==> src/common/pipe_pkg.sv <==
// shared types for the toy cpu; pc fields are 16 bits wide, so PC_W must not exceed 16
package pipe_pkg;

    ////////////////////
    // scalar types
    ////////////////////
    typedef logic [1:0]  reg_idx_t;
    typedef logic [7:0]  word_t;
    typedef logic [15:0] cyc_t;
    typedef logic [7:0]  tag_t;
    // widest pc any stage or record carries
    typedef logic [15:0] pc_t;
    // decode hold cycles of one instruction
    typedef logic [3:0]  stall_cnt_t;

    // codes 5 to 15 are undefined and decode as no-op
    typedef enum logic [3:0] {
        op_nop  = 4'd0,
        op_add  = 4'd1,
        op_sub  = 4'd2,
        op_addi = 4'd3,
        op_halt = 4'd4
    } opcode_e;

    typedef enum logic [1:0] {
        st_idle,
        st_run,
        st_drain,
        st_halted
    } ctrl_state_e;

    // rt lives in imm[7:6]
    typedef struct packed {
        logic [3:0] opcode;
        reg_idx_t   rd;
        reg_idx_t   rs;
        word_t      imm;
    } instr_t;

    ////////////////////
    // stage registers
    ////////////////////
    typedef struct packed {
        logic   valid;
        pc_t    pc;
        instr_t instr;
    } fd_stage_t;

    // operand b already holds the immediate for addi
    typedef struct packed {
        logic     valid;
        pc_t      pc;
        opcode_e  op;
        reg_idx_t rd;
        logic     wr;
        word_t    a;
        word_t    b;
    } de_stage_t;

    // shared by execute/memory and memory/write-back
    typedef struct packed {
        logic     valid;
        pc_t      pc;
        opcode_e  op;
        reg_idx_t rd;
        logic     wr;
        word_t    result;
    } res_stage_t;

    // tracker shadow of one stage
    typedef struct packed {
        logic       valid;
        tag_t       tag;
        cyc_t       fetch_cyc;
        stall_cnt_t stalls;
    } trk_stage_t;

    typedef struct packed {
        logic     dec_valid;
        opcode_e  dec_op;
        reg_idx_t dec_rs;
        reg_idx_t dec_rt;
        logic     ex_valid;
        logic     ex_wr;
        reg_idx_t ex_rd;
        logic     mem_valid;
        logic     mem_wr;
        reg_idx_t mem_rd;
        logic     wb_halt;
    } hazard_view_t;

    typedef struct packed {
        tag_t       tag;
        pc_t        pc;
        opcode_e    op;
        reg_idx_t   rd;
        word_t      result;
        logic       wr;
        cyc_t       fetch_cyc;
        cyc_t       wb_cyc;
        stall_cnt_t stalls;
    } retire_rec_t;

endpackage

==> src/core/pipe_ctrl.sv <==
// run control and decode hazard check; no forwarding, so any raw hit in ex or mem stalls
`timescale 1ns/1ps

module pipe_ctrl import pipe_pkg::*; (
    input  logic         clk,
    input  logic         rst,
    input  logic         start,
    input  hazard_view_t hview,
    output logic         fetch_en,
    output logic         stall,
    output logic         halted
);

    ctrl_state_e state_q;
    ctrl_state_e state_d;
    logic        dec_halt;
    logic        uses_rs;
    logic        uses_rt;
    logic        rs_hit;
    logic        rt_hit;

    // source matches a valid writer in execute or memory
    function automatic logic dest_hit(hazard_view_t hv, reg_idx_t src);
        logic ex_hit;
        logic mem_hit;
        ex_hit  = hv.ex_valid && hv.ex_wr && (hv.ex_rd == src);
        mem_hit = hv.mem_valid && hv.mem_wr && (hv.mem_rd == src);
        return ex_hit || mem_hit;
    endfunction

    ////////////////////
    // hazard detection
    ////////////////////
    assign dec_halt = hview.dec_valid && (hview.dec_op == op_halt);
    // nop and halt read nothing and never stall
    assign uses_rs  = hview.dec_op inside {op_add, op_sub, op_addi};
    assign uses_rt  = hview.dec_op inside {op_add, op_sub};
    assign rs_hit   = uses_rs && dest_hit(hview, hview.dec_rs);
    assign rt_hit   = uses_rt && dest_hit(hview, hview.dec_rt);
    assign stall    = hview.dec_valid && (rs_hit || rt_hit);

    // fetch stops in the very cycle a halt sits in decode
    assign fetch_en = (state_q == st_run) && !dec_halt;
    assign halted   = (state_q == st_halted);

    ////////////////////
    // state machine
    ////////////////////
    always_comb begin
        state_d = state_q;
        case (state_q)
            st_idle:   if (start) state_d = st_run;
            st_run:    if (dec_halt) state_d = st_drain;
            // halt retires this cycle
            st_drain:  if (hview.wb_halt) state_d = st_halted;
            default:   state_d = st_halted;
        endcase
    end

    always_ff @(posedge clk) begin
        if (rst) begin
            state_q <= st_idle;
        end else begin
            state_q <= state_d;
        end
    end

endmodule

==> src/core/reg_file.sv <==
// four 8-bit registers, two read ports, one write port with write-first bypass
`timescale 1ns/1ps

module reg_file import pipe_pkg::*; (
    input  logic     clk,
    input  logic     rst,
    input  reg_idx_t rd_idx_a,
    input  reg_idx_t rd_idx_b,
    input  logic     wr_en,
    input  reg_idx_t wr_idx,
    input  word_t    wr_data,
    output word_t    rd_data_a,
    output word_t    rd_data_b
);

    word_t regs_q [4];

    always_ff @(posedge clk) begin
        if (rst) begin
            for (int i = 0; i < 4; i++) begin
                regs_q[i] <= '0;
            end
        end else if (wr_en) begin
            regs_q[wr_idx] <= wr_data;
        end
    end

    // same-cycle write is seen by the read, so write-back never hazards
    assign rd_data_a = (wr_en && (wr_idx == rd_idx_a)) ? wr_data : regs_q[rd_idx_a];
    assign rd_data_b = (wr_en && (wr_idx == rd_idx_b)) ? wr_data : regs_q[rd_idx_b];

endmodule

==> src/core/pipe_datapath.sv <==
// five-stage datapath; memory stage is a pass-through and PC_W must be 16 or less
`timescale 1ns/1ps

module pipe_datapath import pipe_pkg::*; #(
    parameter int PC_W = 8
) (
    input  logic            clk,
    input  logic            rst,
    input  logic            fetch_en,
    input  logic            stall,
    input  logic            start,
    input  instr_t          imem_data,
    input  word_t           rf_rd_data_a,
    input  word_t           rf_rd_data_b,
    output logic [PC_W-1:0] imem_addr,
    output reg_idx_t        rf_rd_idx_a,
    output reg_idx_t        rf_rd_idx_b,
    output logic            rf_wr_en,
    output reg_idx_t        rf_wr_idx,
    output word_t           rf_wr_data,
    output hazard_view_t    hview,
    output logic            wb_valid,
    output opcode_e         wb_op,
    output reg_idx_t        wb_rd,
    output word_t           wb_result,
    output logic            wb_wr,
    output logic [PC_W-1:0] wb_pc
);

    logic [PC_W-1:0] pc_q;
    fd_stage_t       fd_q;
    de_stage_t       de_q;
    de_stage_t       de_d;
    res_stage_t      em_q;
    res_stage_t      mw_q;
    opcode_e         dec_op;
    word_t           ex_result;

    function automatic opcode_e decode_op(logic [3:0] code);
        opcode_e op;
        case (code)
            4'd1:    op = op_add;
            4'd2:    op = op_sub;
            4'd3:    op = op_addi;
            4'd4:    op = op_halt;
            default: op = op_nop;
        endcase
        return op;
    endfunction

    ////////////////////
    // fetch
    ////////////////////
    assign imem_addr = pc_q;

    // start only lands while fetch is off, i.e. in idle
    always_ff @(posedge clk) begin
        if (rst) begin
            pc_q <= '0;
        end else if (start && !fetch_en) begin
            pc_q <= '0;
        end else if (fetch_en && !stall) begin
            pc_q <= pc_q + PC_W'(1);
        end
    end

    // held on stall, bubble when fetch is off
    always_ff @(posedge clk) begin
        if (!stall) begin
            fd_q.valid <= fetch_en;
            fd_q.pc    <= pc_t'(pc_q);
            fd_q.instr <= imem_data;
        end
        if (rst) begin
            fd_q.valid <= 1'b0;
        end
    end

    ////////////////////
    // decode
    ////////////////////
    assign dec_op      = decode_op(fd_q.instr.opcode);
    assign rf_rd_idx_a = fd_q.instr.rs;
    assign rf_rd_idx_b = fd_q.instr.imm[7:6];

    always_comb begin
        // stalled decode sends a bubble down
        de_d.valid = fd_q.valid && !stall;
        de_d.pc    = fd_q.pc;
        de_d.op    = dec_op;
        de_d.rd    = fd_q.instr.rd;
        de_d.wr    = dec_op inside {op_add, op_sub, op_addi};
        de_d.a     = rf_rd_data_a;
        de_d.b     = (dec_op == op_addi) ? fd_q.instr.imm : rf_rd_data_b;
    end

    always_ff @(posedge clk) begin
        de_q <= de_d;
        if (rst) begin
            de_q.valid <= 1'b0;
        end
    end

    ////////////////////
    // execute and memory
    ////////////////////
    // 8-bit wraparound, immediate already zero-extended into b
    always_comb begin
        case (de_q.op)
            op_add, op_addi: ex_result = de_q.a + de_q.b;
            op_sub:          ex_result = de_q.a - de_q.b;
            default:         ex_result = '0;
        endcase
    end

    always_ff @(posedge clk) begin
        em_q.valid  <= de_q.valid;
        em_q.pc     <= de_q.pc;
        em_q.op     <= de_q.op;
        em_q.rd     <= de_q.rd;
        em_q.wr     <= de_q.wr;
        em_q.result <= ex_result;
        // no loads or stores
        mw_q        <= em_q;
        if (rst) begin
            em_q.valid <= 1'b0;
            mw_q.valid <= 1'b0;
        end
    end

    ////////////////////
    // write-back
    ////////////////////
    assign rf_wr_en   = mw_q.valid && mw_q.wr;
    assign rf_wr_idx  = mw_q.rd;
    assign rf_wr_data = mw_q.result;

    assign wb_valid  = mw_q.valid;
    assign wb_op     = mw_q.op;
    assign wb_rd     = mw_q.rd;
    assign wb_result = mw_q.result;
    assign wb_wr     = mw_q.wr;
    assign wb_pc     = mw_q.pc[PC_W-1:0];

    // view for the control
    always_comb begin
        hview.dec_valid = fd_q.valid;
        hview.dec_op    = dec_op;
        hview.dec_rs    = fd_q.instr.rs;
        hview.dec_rt    = fd_q.instr.imm[7:6];
        hview.ex_valid  = de_q.valid;
        hview.ex_wr     = de_q.wr;
        hview.ex_rd     = de_q.rd;
        hview.mem_valid = em_q.valid;
        hview.mem_wr    = em_q.wr;
        hview.mem_rd    = em_q.rd;
        hview.wb_halt   = mw_q.valid && (mw_q.op == op_halt);
    end

endmodule

==> src/trace/pipe_tracker.sv <==
// shadow pipeline of tags and cycle stamps; cycle count and tag wrap silently at 16 and 8 bits
`timescale 1ns/1ps

module pipe_tracker import pipe_pkg::*; #(
    parameter int PC_W = 8
) (
    input  logic            clk,
    input  logic            rst,
    input  logic            fetch_en,
    input  logic            stall,
    input  logic            wb_valid,
    input  opcode_e         wb_op,
    input  reg_idx_t        wb_rd,
    input  word_t           wb_result,
    input  logic            wb_wr,
    input  logic [PC_W-1:0] wb_pc,
    output logic            retire,
    output retire_rec_t     retire_rec
);

    cyc_t       cyc_q;
    tag_t       tag_q;
    logic       fetch;
    trk_stage_t fd_q;
    trk_stage_t de_q;
    trk_stage_t em_q;
    trk_stage_t mw_q;

    assign fetch = fetch_en && !stall;

    ////////////////////
    // cycle count and tags
    ////////////////////
    always_ff @(posedge clk) begin
        if (rst) begin
            cyc_q <= '0;
            tag_q <= '0;
        end else begin
            cyc_q <= cyc_q + 16'd1;
            if (fetch) begin
                tag_q <= tag_q + 8'd1;
            end
        end
    end

    ////////////////////
    // shadow stages
    ////////////////////
    // decode slot counts its own hold cycles
    always_ff @(posedge clk) begin
        if (stall) begin
            fd_q.stalls <= fd_q.stalls + stall_cnt_t'(1);
        end else begin
            fd_q.valid     <= fetch;
            fd_q.tag       <= tag_q;
            fd_q.fetch_cyc <= cyc_q;
            fd_q.stalls    <= '0;
        end
        if (rst) begin
            fd_q.valid <= 1'b0;
        end
    end

    // bubbles carry no tag, same as the datapath
    always_ff @(posedge clk) begin
        de_q       <= fd_q;
        de_q.valid <= fd_q.valid && !stall;
        em_q       <= de_q;
        mw_q       <= em_q;
        if (rst) begin
            de_q.valid <= 1'b0;
            em_q.valid <= 1'b0;
            mw_q.valid <= 1'b0;
        end
    end

    ////////////////////
    // retire record
    ////////////////////
    // both sides agree on the write-back slot
    assign retire = wb_valid && mw_q.valid;

    always_comb begin
        retire_rec.tag       = mw_q.tag;
        retire_rec.pc        = pc_t'(wb_pc);
        retire_rec.op        = wb_op;
        retire_rec.rd        = wb_rd;
        retire_rec.result    = wb_result;
        retire_rec.wr        = wb_wr;
        retire_rec.fetch_cyc = mw_q.fetch_cyc;
        // current count is the write-back cycle
        retire_rec.wb_cyc    = cyc_q;
        retire_rec.stalls    = mw_q.stalls;
    end

endmodule

==> src/hw/toy_cpu_top.sv <==
// toy cpu top; program memory is outside and must answer imem_addr in the same cycle
`timescale 1ns/1ps

module toy_cpu_top import pipe_pkg::*; #(
    parameter int PC_W = 8
) (
    input  logic            clk,
    input  logic            rst,
    input  logic            start,
    input  instr_t          imem_data,
    output logic [PC_W-1:0] imem_addr,
    output logic            retire,
    output retire_rec_t     retire_rec,
    output logic            halted
);

    // control to datapath and tracker
    logic         fetch_en;
    logic         stall;
    hazard_view_t hview;

    // register file ports
    reg_idx_t rf_rd_idx_a;
    reg_idx_t rf_rd_idx_b;
    word_t    rf_rd_data_a;
    word_t    rf_rd_data_b;
    logic     rf_wr_en;
    reg_idx_t rf_wr_idx;
    word_t    rf_wr_data;

    // write-back stage for the tracker
    logic            wb_valid;
    opcode_e         wb_op;
    reg_idx_t        wb_rd;
    word_t           wb_result;
    logic            wb_wr;
    logic [PC_W-1:0] wb_pc;

    pipe_ctrl pipe_ctrl_inst (
        .clk      (clk),
        .rst      (rst),
        .start    (start),
        .hview    (hview),
        .fetch_en (fetch_en),
        .stall    (stall),
        .halted   (halted)
    );

    reg_file reg_file_inst (
        .clk       (clk),
        .rst       (rst),
        .rd_idx_a  (rf_rd_idx_a),
        .rd_idx_b  (rf_rd_idx_b),
        .wr_en     (rf_wr_en),
        .wr_idx    (rf_wr_idx),
        .wr_data   (rf_wr_data),
        .rd_data_a (rf_rd_data_a),
        .rd_data_b (rf_rd_data_b)
    );

    pipe_datapath #(.PC_W(PC_W)) pipe_datapath_inst (
        .clk          (clk),
        .rst          (rst),
        .fetch_en     (fetch_en),
        .stall        (stall),
        .start        (start),
        .imem_data    (imem_data),
        .rf_rd_data_a (rf_rd_data_a),
        .rf_rd_data_b (rf_rd_data_b),
        .imem_addr    (imem_addr),
        .rf_rd_idx_a  (rf_rd_idx_a),
        .rf_rd_idx_b  (rf_rd_idx_b),
        .rf_wr_en     (rf_wr_en),
        .rf_wr_idx    (rf_wr_idx),
        .rf_wr_data   (rf_wr_data),
        .hview        (hview),
        .wb_valid     (wb_valid),
        .wb_op        (wb_op),
        .wb_rd        (wb_rd),
        .wb_result    (wb_result),
        .wb_wr        (wb_wr),
        .wb_pc        (wb_pc)
    );

    pipe_tracker #(.PC_W(PC_W)) pipe_tracker_inst (
        .clk        (clk),
        .rst        (rst),
        .fetch_en   (fetch_en),
        .stall      (stall),
        .wb_valid   (wb_valid),
        .wb_op      (wb_op),
        .wb_rd      (wb_rd),
        .wb_result  (wb_result),
        .wb_wr      (wb_wr),
        .wb_pc      (wb_pc),
        .retire     (retire),
        .retire_rec (retire_rec)
    );

endmodule

==> config.mk <==
export PLATFORM = sky130hd
export DESIGN_NAME = toy_cpu_top
export DESIGN_NICKNAME = d
export VERILOG_FILES = /design/src/common/pipe_pkg.sv /design/src/core/pipe_ctrl.sv /design/src/core/reg_file.sv /design/src/core/pipe_datapath.sv /design/src/trace/pipe_tracker.sv /design/src/hw/toy_cpu_top.sv
export SDC_FILE = /design/constraint.sdc
export NUM_CORES = 1
export LEC_CHECK = 0
export BUFFER_PORTS_ARGS = -buffer_cell sky130_fd_sc_hd__buf_2
export CAP_MARGIN = 0
export CORE_MARGIN = 3
export CORE_UTILIZATION = 54
export DETAILED_ROUTE_END_ITERATION = 12
export PLACE_DENSITY = 0.83
export RECOVER_POWER = 25
export SLEW_MARGIN = 0
export SYNTH_ARGS = -nofsm -noshare
export SYNTH_HDL_FRONTEND = slang
export SYNTH_SLANG_ARGS = --single-unit
==> constraint.sdc <==
create_clock -name clk -period 6.4 [get_ports clk]
set_input_delay 0.96 -clock clk [delete_from_list [all_inputs] [get_ports clk]]
set_output_delay 0.96 -clock clk [all_outputs]
set_load 0.02 [all_outputs]
==> flow_metrics.py <==
metrics = {
    "die": {
        "dieWidth_um": 138,
        "initial_core_util_pct": 56.1,
        "dieArea_um2": 19200,
        "rows": 47,
        "core_area_um2": 16900,
        "die_y_um": 138,
        "pin_count": 104,
    },
    "drt": {
        "drtIter0Drc": 386,
        "drcViolationCount": 0,
        "wire_per_inst_um": 16.0,
        "drt_pass1_iterations": 5,
        "routed_wl_um": 16200,
        "ant_nets": 0,
        "vias": 5201,
        "viasPerCell": 5.14,
    },
    "clocking": {
        "cts_setup_buffers": 0,
        "clock_latency_ns": 0.52,
        "cts_hold_buf": 0,
        "htreeDepth": 1,
        "cts_buffers": 27,
        "cts_buffer_depth": 3,
        "cts-root-buf": "clkbuf_16",
        "cts_tree": "built",
        "cts-resized-gates": 0,
        "cts.sinks": 288,
        "cts.reportedPaths.clkPinSlew_ns": 0.07,
    },
    "logic_synthesis": {
        "yosysUniqueCellTypes": 52,
        "syn_inst": 688,
        "synth_mux_area_share_pct": 6.63,
        "yosysWarnings": 0,
        "synth_edf_count": 80,
        "synthAdderAreaFrac_pct": 1.80,
        "synthSimpleGateAreaFrac_pct": 9.81,
        "async_flop_share_pct": 0,
        "synthXorXnorAreaFrac_pct": 3.61,
        "synth-compound-area-share_pct": 4.64,
        "syn_area_um2": 9470,
        "ys_seq_area_share_pct": 69.3,
        "synth_top_family_by_area": "simple AND/OR/NAND/NOR gates",
        "syn_avg_cell_area_um2": 13.8,
        "ys_ff_latch": 288,
        "ys.flop_type": "dfxtp_1",
    },
    "cells_and_area": {
        "area_delta_synth_final_pct": 13.8,
        "nFillCells": 1208,
        "drive_gt1_share_pct": 23.4,
        "layout.nets": 803,
        "antenna_cells": 0,
        "final_area_um2": 10800,
    },
    "timing": {
        "slew_headroom_pct": 34.5,
        "fin_tns_setup_ns": 0,
        "period_share_pct": 41.6,
        "finClkSkew_ns": 0.00709,
        "setup_ws_ns": 3.74,
        "finalMaxSlewViolations": 0,
        "post-route-min-period_ns": 2.66,
        "maxClockFrequency_mhz": 376,
        "grt_setup_unrepaired": "no",
        "tightestPinTransition_ns": 0.968,
        "setup_viol": 0,
        "hold_viol": 0,
    },
    "pwr": {
        "p_comb_share_pct": 5.6,
        "p_leak_nw": 4.43,
        "clkPwrFrac_pct": 40.2,
        "sw_frac_of_total_pct": 22.0,
        "p_sw_mw": 0.811,
        "peakVddDrop_mv": 0.241,
        "p_int_mw": 2.88,
        "total_power_mw": 3.69,
        "power_density_nw_per_um2": 342,
        "seqPwrFrac_pct": 54.2,
    },
    "global_route": {
        "grt_max_degree": 47,
        "grt_pass1_vias": 5132,
        "antenna_found_initial": 0,
        "overflow": 0,
        "busiest_layer": "met2",
        "grt_use_met3_pct": 2.87,
        "grt.met1_usage_pct": 21.0,
        "grt_pass1_wl_um": 25900,
        "grtUsageMet2_pct": 28.1,
        "grt_use_total_pct": 16.5,
    },
    "worst_setup_path": {
        "crit_arrival_ns": 3.07,
        "critPathKind": "flip-flop to flip-flop",
        "end_kind": "flip-flop",
        "crit_fanout": 39,
        "start_kind": "flip-flop",
        "crit_required_ns": 6.80,
    },
    "placed_design": {
        "placed_area_um2": 9930,
        "gp_congestion": 0.807,
        "io_buffer_count": 94,
        "place_ws_ns": 3.49,
        "hpwl_um": 10800,
    },
    "min_path": {
        "hp-class": "flip-flop to flip-flop",
    },
    "outcome": {
        "outcome": "completed",
    },
    "flow_run": {
        "maxCapViolCount": 0,
    },
}
[synth_stat cells, types with 9 or more instances]
master	n	area, um^2
ha_1	12	150
and2_1	38	238
dfxtp_1	208	4160
buf_4	38	285
nor3_1	9	45.0
inv_1	13	48.8
xnor2_1	17	149
mux4_2	16	360
a21oi_1	15	75.1
nor2_1	46	173
nand2_1	29	109
nand3_1	9	45.0
mux2_2	14	158
edfxtp_1	80	2400
mux2i_1	11	110
o21ai_0	13	65.1
xor2_1	22	193
[power by group through the flow]
stage                     clock [mW]  sequential (mW)  combinational (mW)
after floorplan                    0             2.02               0.161
after global placement             0             2.03               0.203
after detailed placement           0             2.04               0.207
after CTS                       1.51             2.00               0.210
after global routing            1.59             2.01               0.228
final                           1.48             2.00               0.208
[cell families (layout without fill, tap and decap cells)]
kind of cell | count (synthesis) | count (layout)
muxes | 41 | 41
and+or+nand+nor | 178 | 178
DFF | 288 | 288
AOI/OAI and AO/OA | 63 | 63
adders and majority gates | 13 | 13
other | 1 | 9
xor gates and xnor gates | 39 | 39
buffers and inverters | 65 | 161
[worst paths after layout]
check	start	to	slack (ns)	cells past startpoint
worst min register to register	pipe_datapath_inst.de_q[24]	pipe_datapath_inst.em_q[16]	0.32	0
worst max-delay path	pipe_datapath_inst.hview[9]	flip-flop	3.74	7
worst max register to register	pipe_datapath_inst.hview[9]	flip-flop	3.74	7
worst min-delay path	pipe_datapath_inst.de_q[24]	pipe_datapath_inst.em_q[16]	0.32	0
[placed cells by master (no fill, tap or decap), types with 4 or more instances in the layout]
master / count
or4_1: 6
nand4_1: 5
and2_1: 38
ha_1: 12
dfxtp_1: 208
mux4_2: 16
a21o_1: 4
xor2_1: 22
and3_1: 6
nand2_1: 28
clkinv_2: 6
o31ai_1: 5
or3_1: 5
nor3_1: 9
a31oi_1: 4
clkbuf_16: 27
nand3_1: 9
mux2i_1: 11
a21oi_1: 15
edfxtp_1: 80
nor2b_1: 8
or2_2: 5
clkbuf_1: 7
inv_1: 13
nor2_1: 46
buf_2: 94
conb_1: 9
o21ai_0: 13
mux2_2: 14
xnor2_1: 17
clkinvlp_4: 4
[worst max-delay path, cell delays in order (launching register included)]
cell	delay, ns
edfxtp_1	0.49
xor2_1	0.20
nor3_1	0.10
o211ai_4	0.24
nand2_1	0.16
nand2_2	0.40
buf_4	0.54
mux2_2	0.40
[layer usage]
layer  vias up  part of all wire [%]
met4         0                   3.4
met5         -                     0
met2       178                    48
met1      2457                    43
met3        40                   5.2
li1       2526                     -
[flip-flops by register name, summed over array words and instances, names as in the netlist, named ones only]
| name | flops |
|---|---|
| pipe_datapath_inst.rf_rd_idx_a | 2 |
| pipe_datapath_inst.wb_op | 3 |
| pipe_datapath_inst.de_q | 27 |
| pipe_tracker_inst.de_q | 29 |
| pipe_datapath_inst.wb_valid | 1 |
| pipe_datapath_inst.imem_addr | 8 |
| pipe_tracker_inst.retire_rec | 28 |
| pipe_datapath_inst.rf_wr_idx | 2 |
| pipe_datapath_inst.em_q | 19 |
| pipe_tracker_inst.cyc_q | 16 |
| pipe_ctrl_inst.state_q | 2 |
| pipe_datapath_inst.hview | 11 |
| pipe_tracker_inst.mw_q | 1 |
| pipe_datapath_inst.fd_q | 10 |
| pipe_datapath_inst.wb_wr | 1 |
| pipe_tracker_inst.em_q | 29 |
| pipe_datapath_inst.rf_wr_data | 8 |
| pipe_datapath_inst.wb_pc | 8 |
| pipe_tracker_inst.fd_q | 29 |
| pipe_tracker_inst.tag_q | 8 |
| reg_file_inst.regs_q | 32 |
| pipe_datapath_inst.de_d | 10 |
[area by class of cell]
cell class	instances	area [um^2]	share of cell area, %
Sequential cell	288	6570	60.9
Clock buffer	36	729	6.77
Clock inverter	14	111	1.03
Multi-Input combinational cell	343	2540	23.6
Timing Repair Buffer	98	500	4.64
Inverter	13	48.8	0.453
Tap cell	220	275	2.55
[metrics by stage]
| stage | util (%) | hold slack (ns) | instances |
|---|---|---|---|
| 2_1_floorplan | - | 0.310 | 696 |
| 3_3_place_gp | 58.8 | 0.310 | 961 |
| 3_5_place_dp | 58.8 | 0.312 | 961 |
| 4_1_cts | 63.8 | 0.320 | 1011 |
| 5_1_grt | 63.9 | 0.321 | 1012 |
| 6_report | 63.9 | 0.323 | 1012 |
Power figures use the tool's default switching activity.
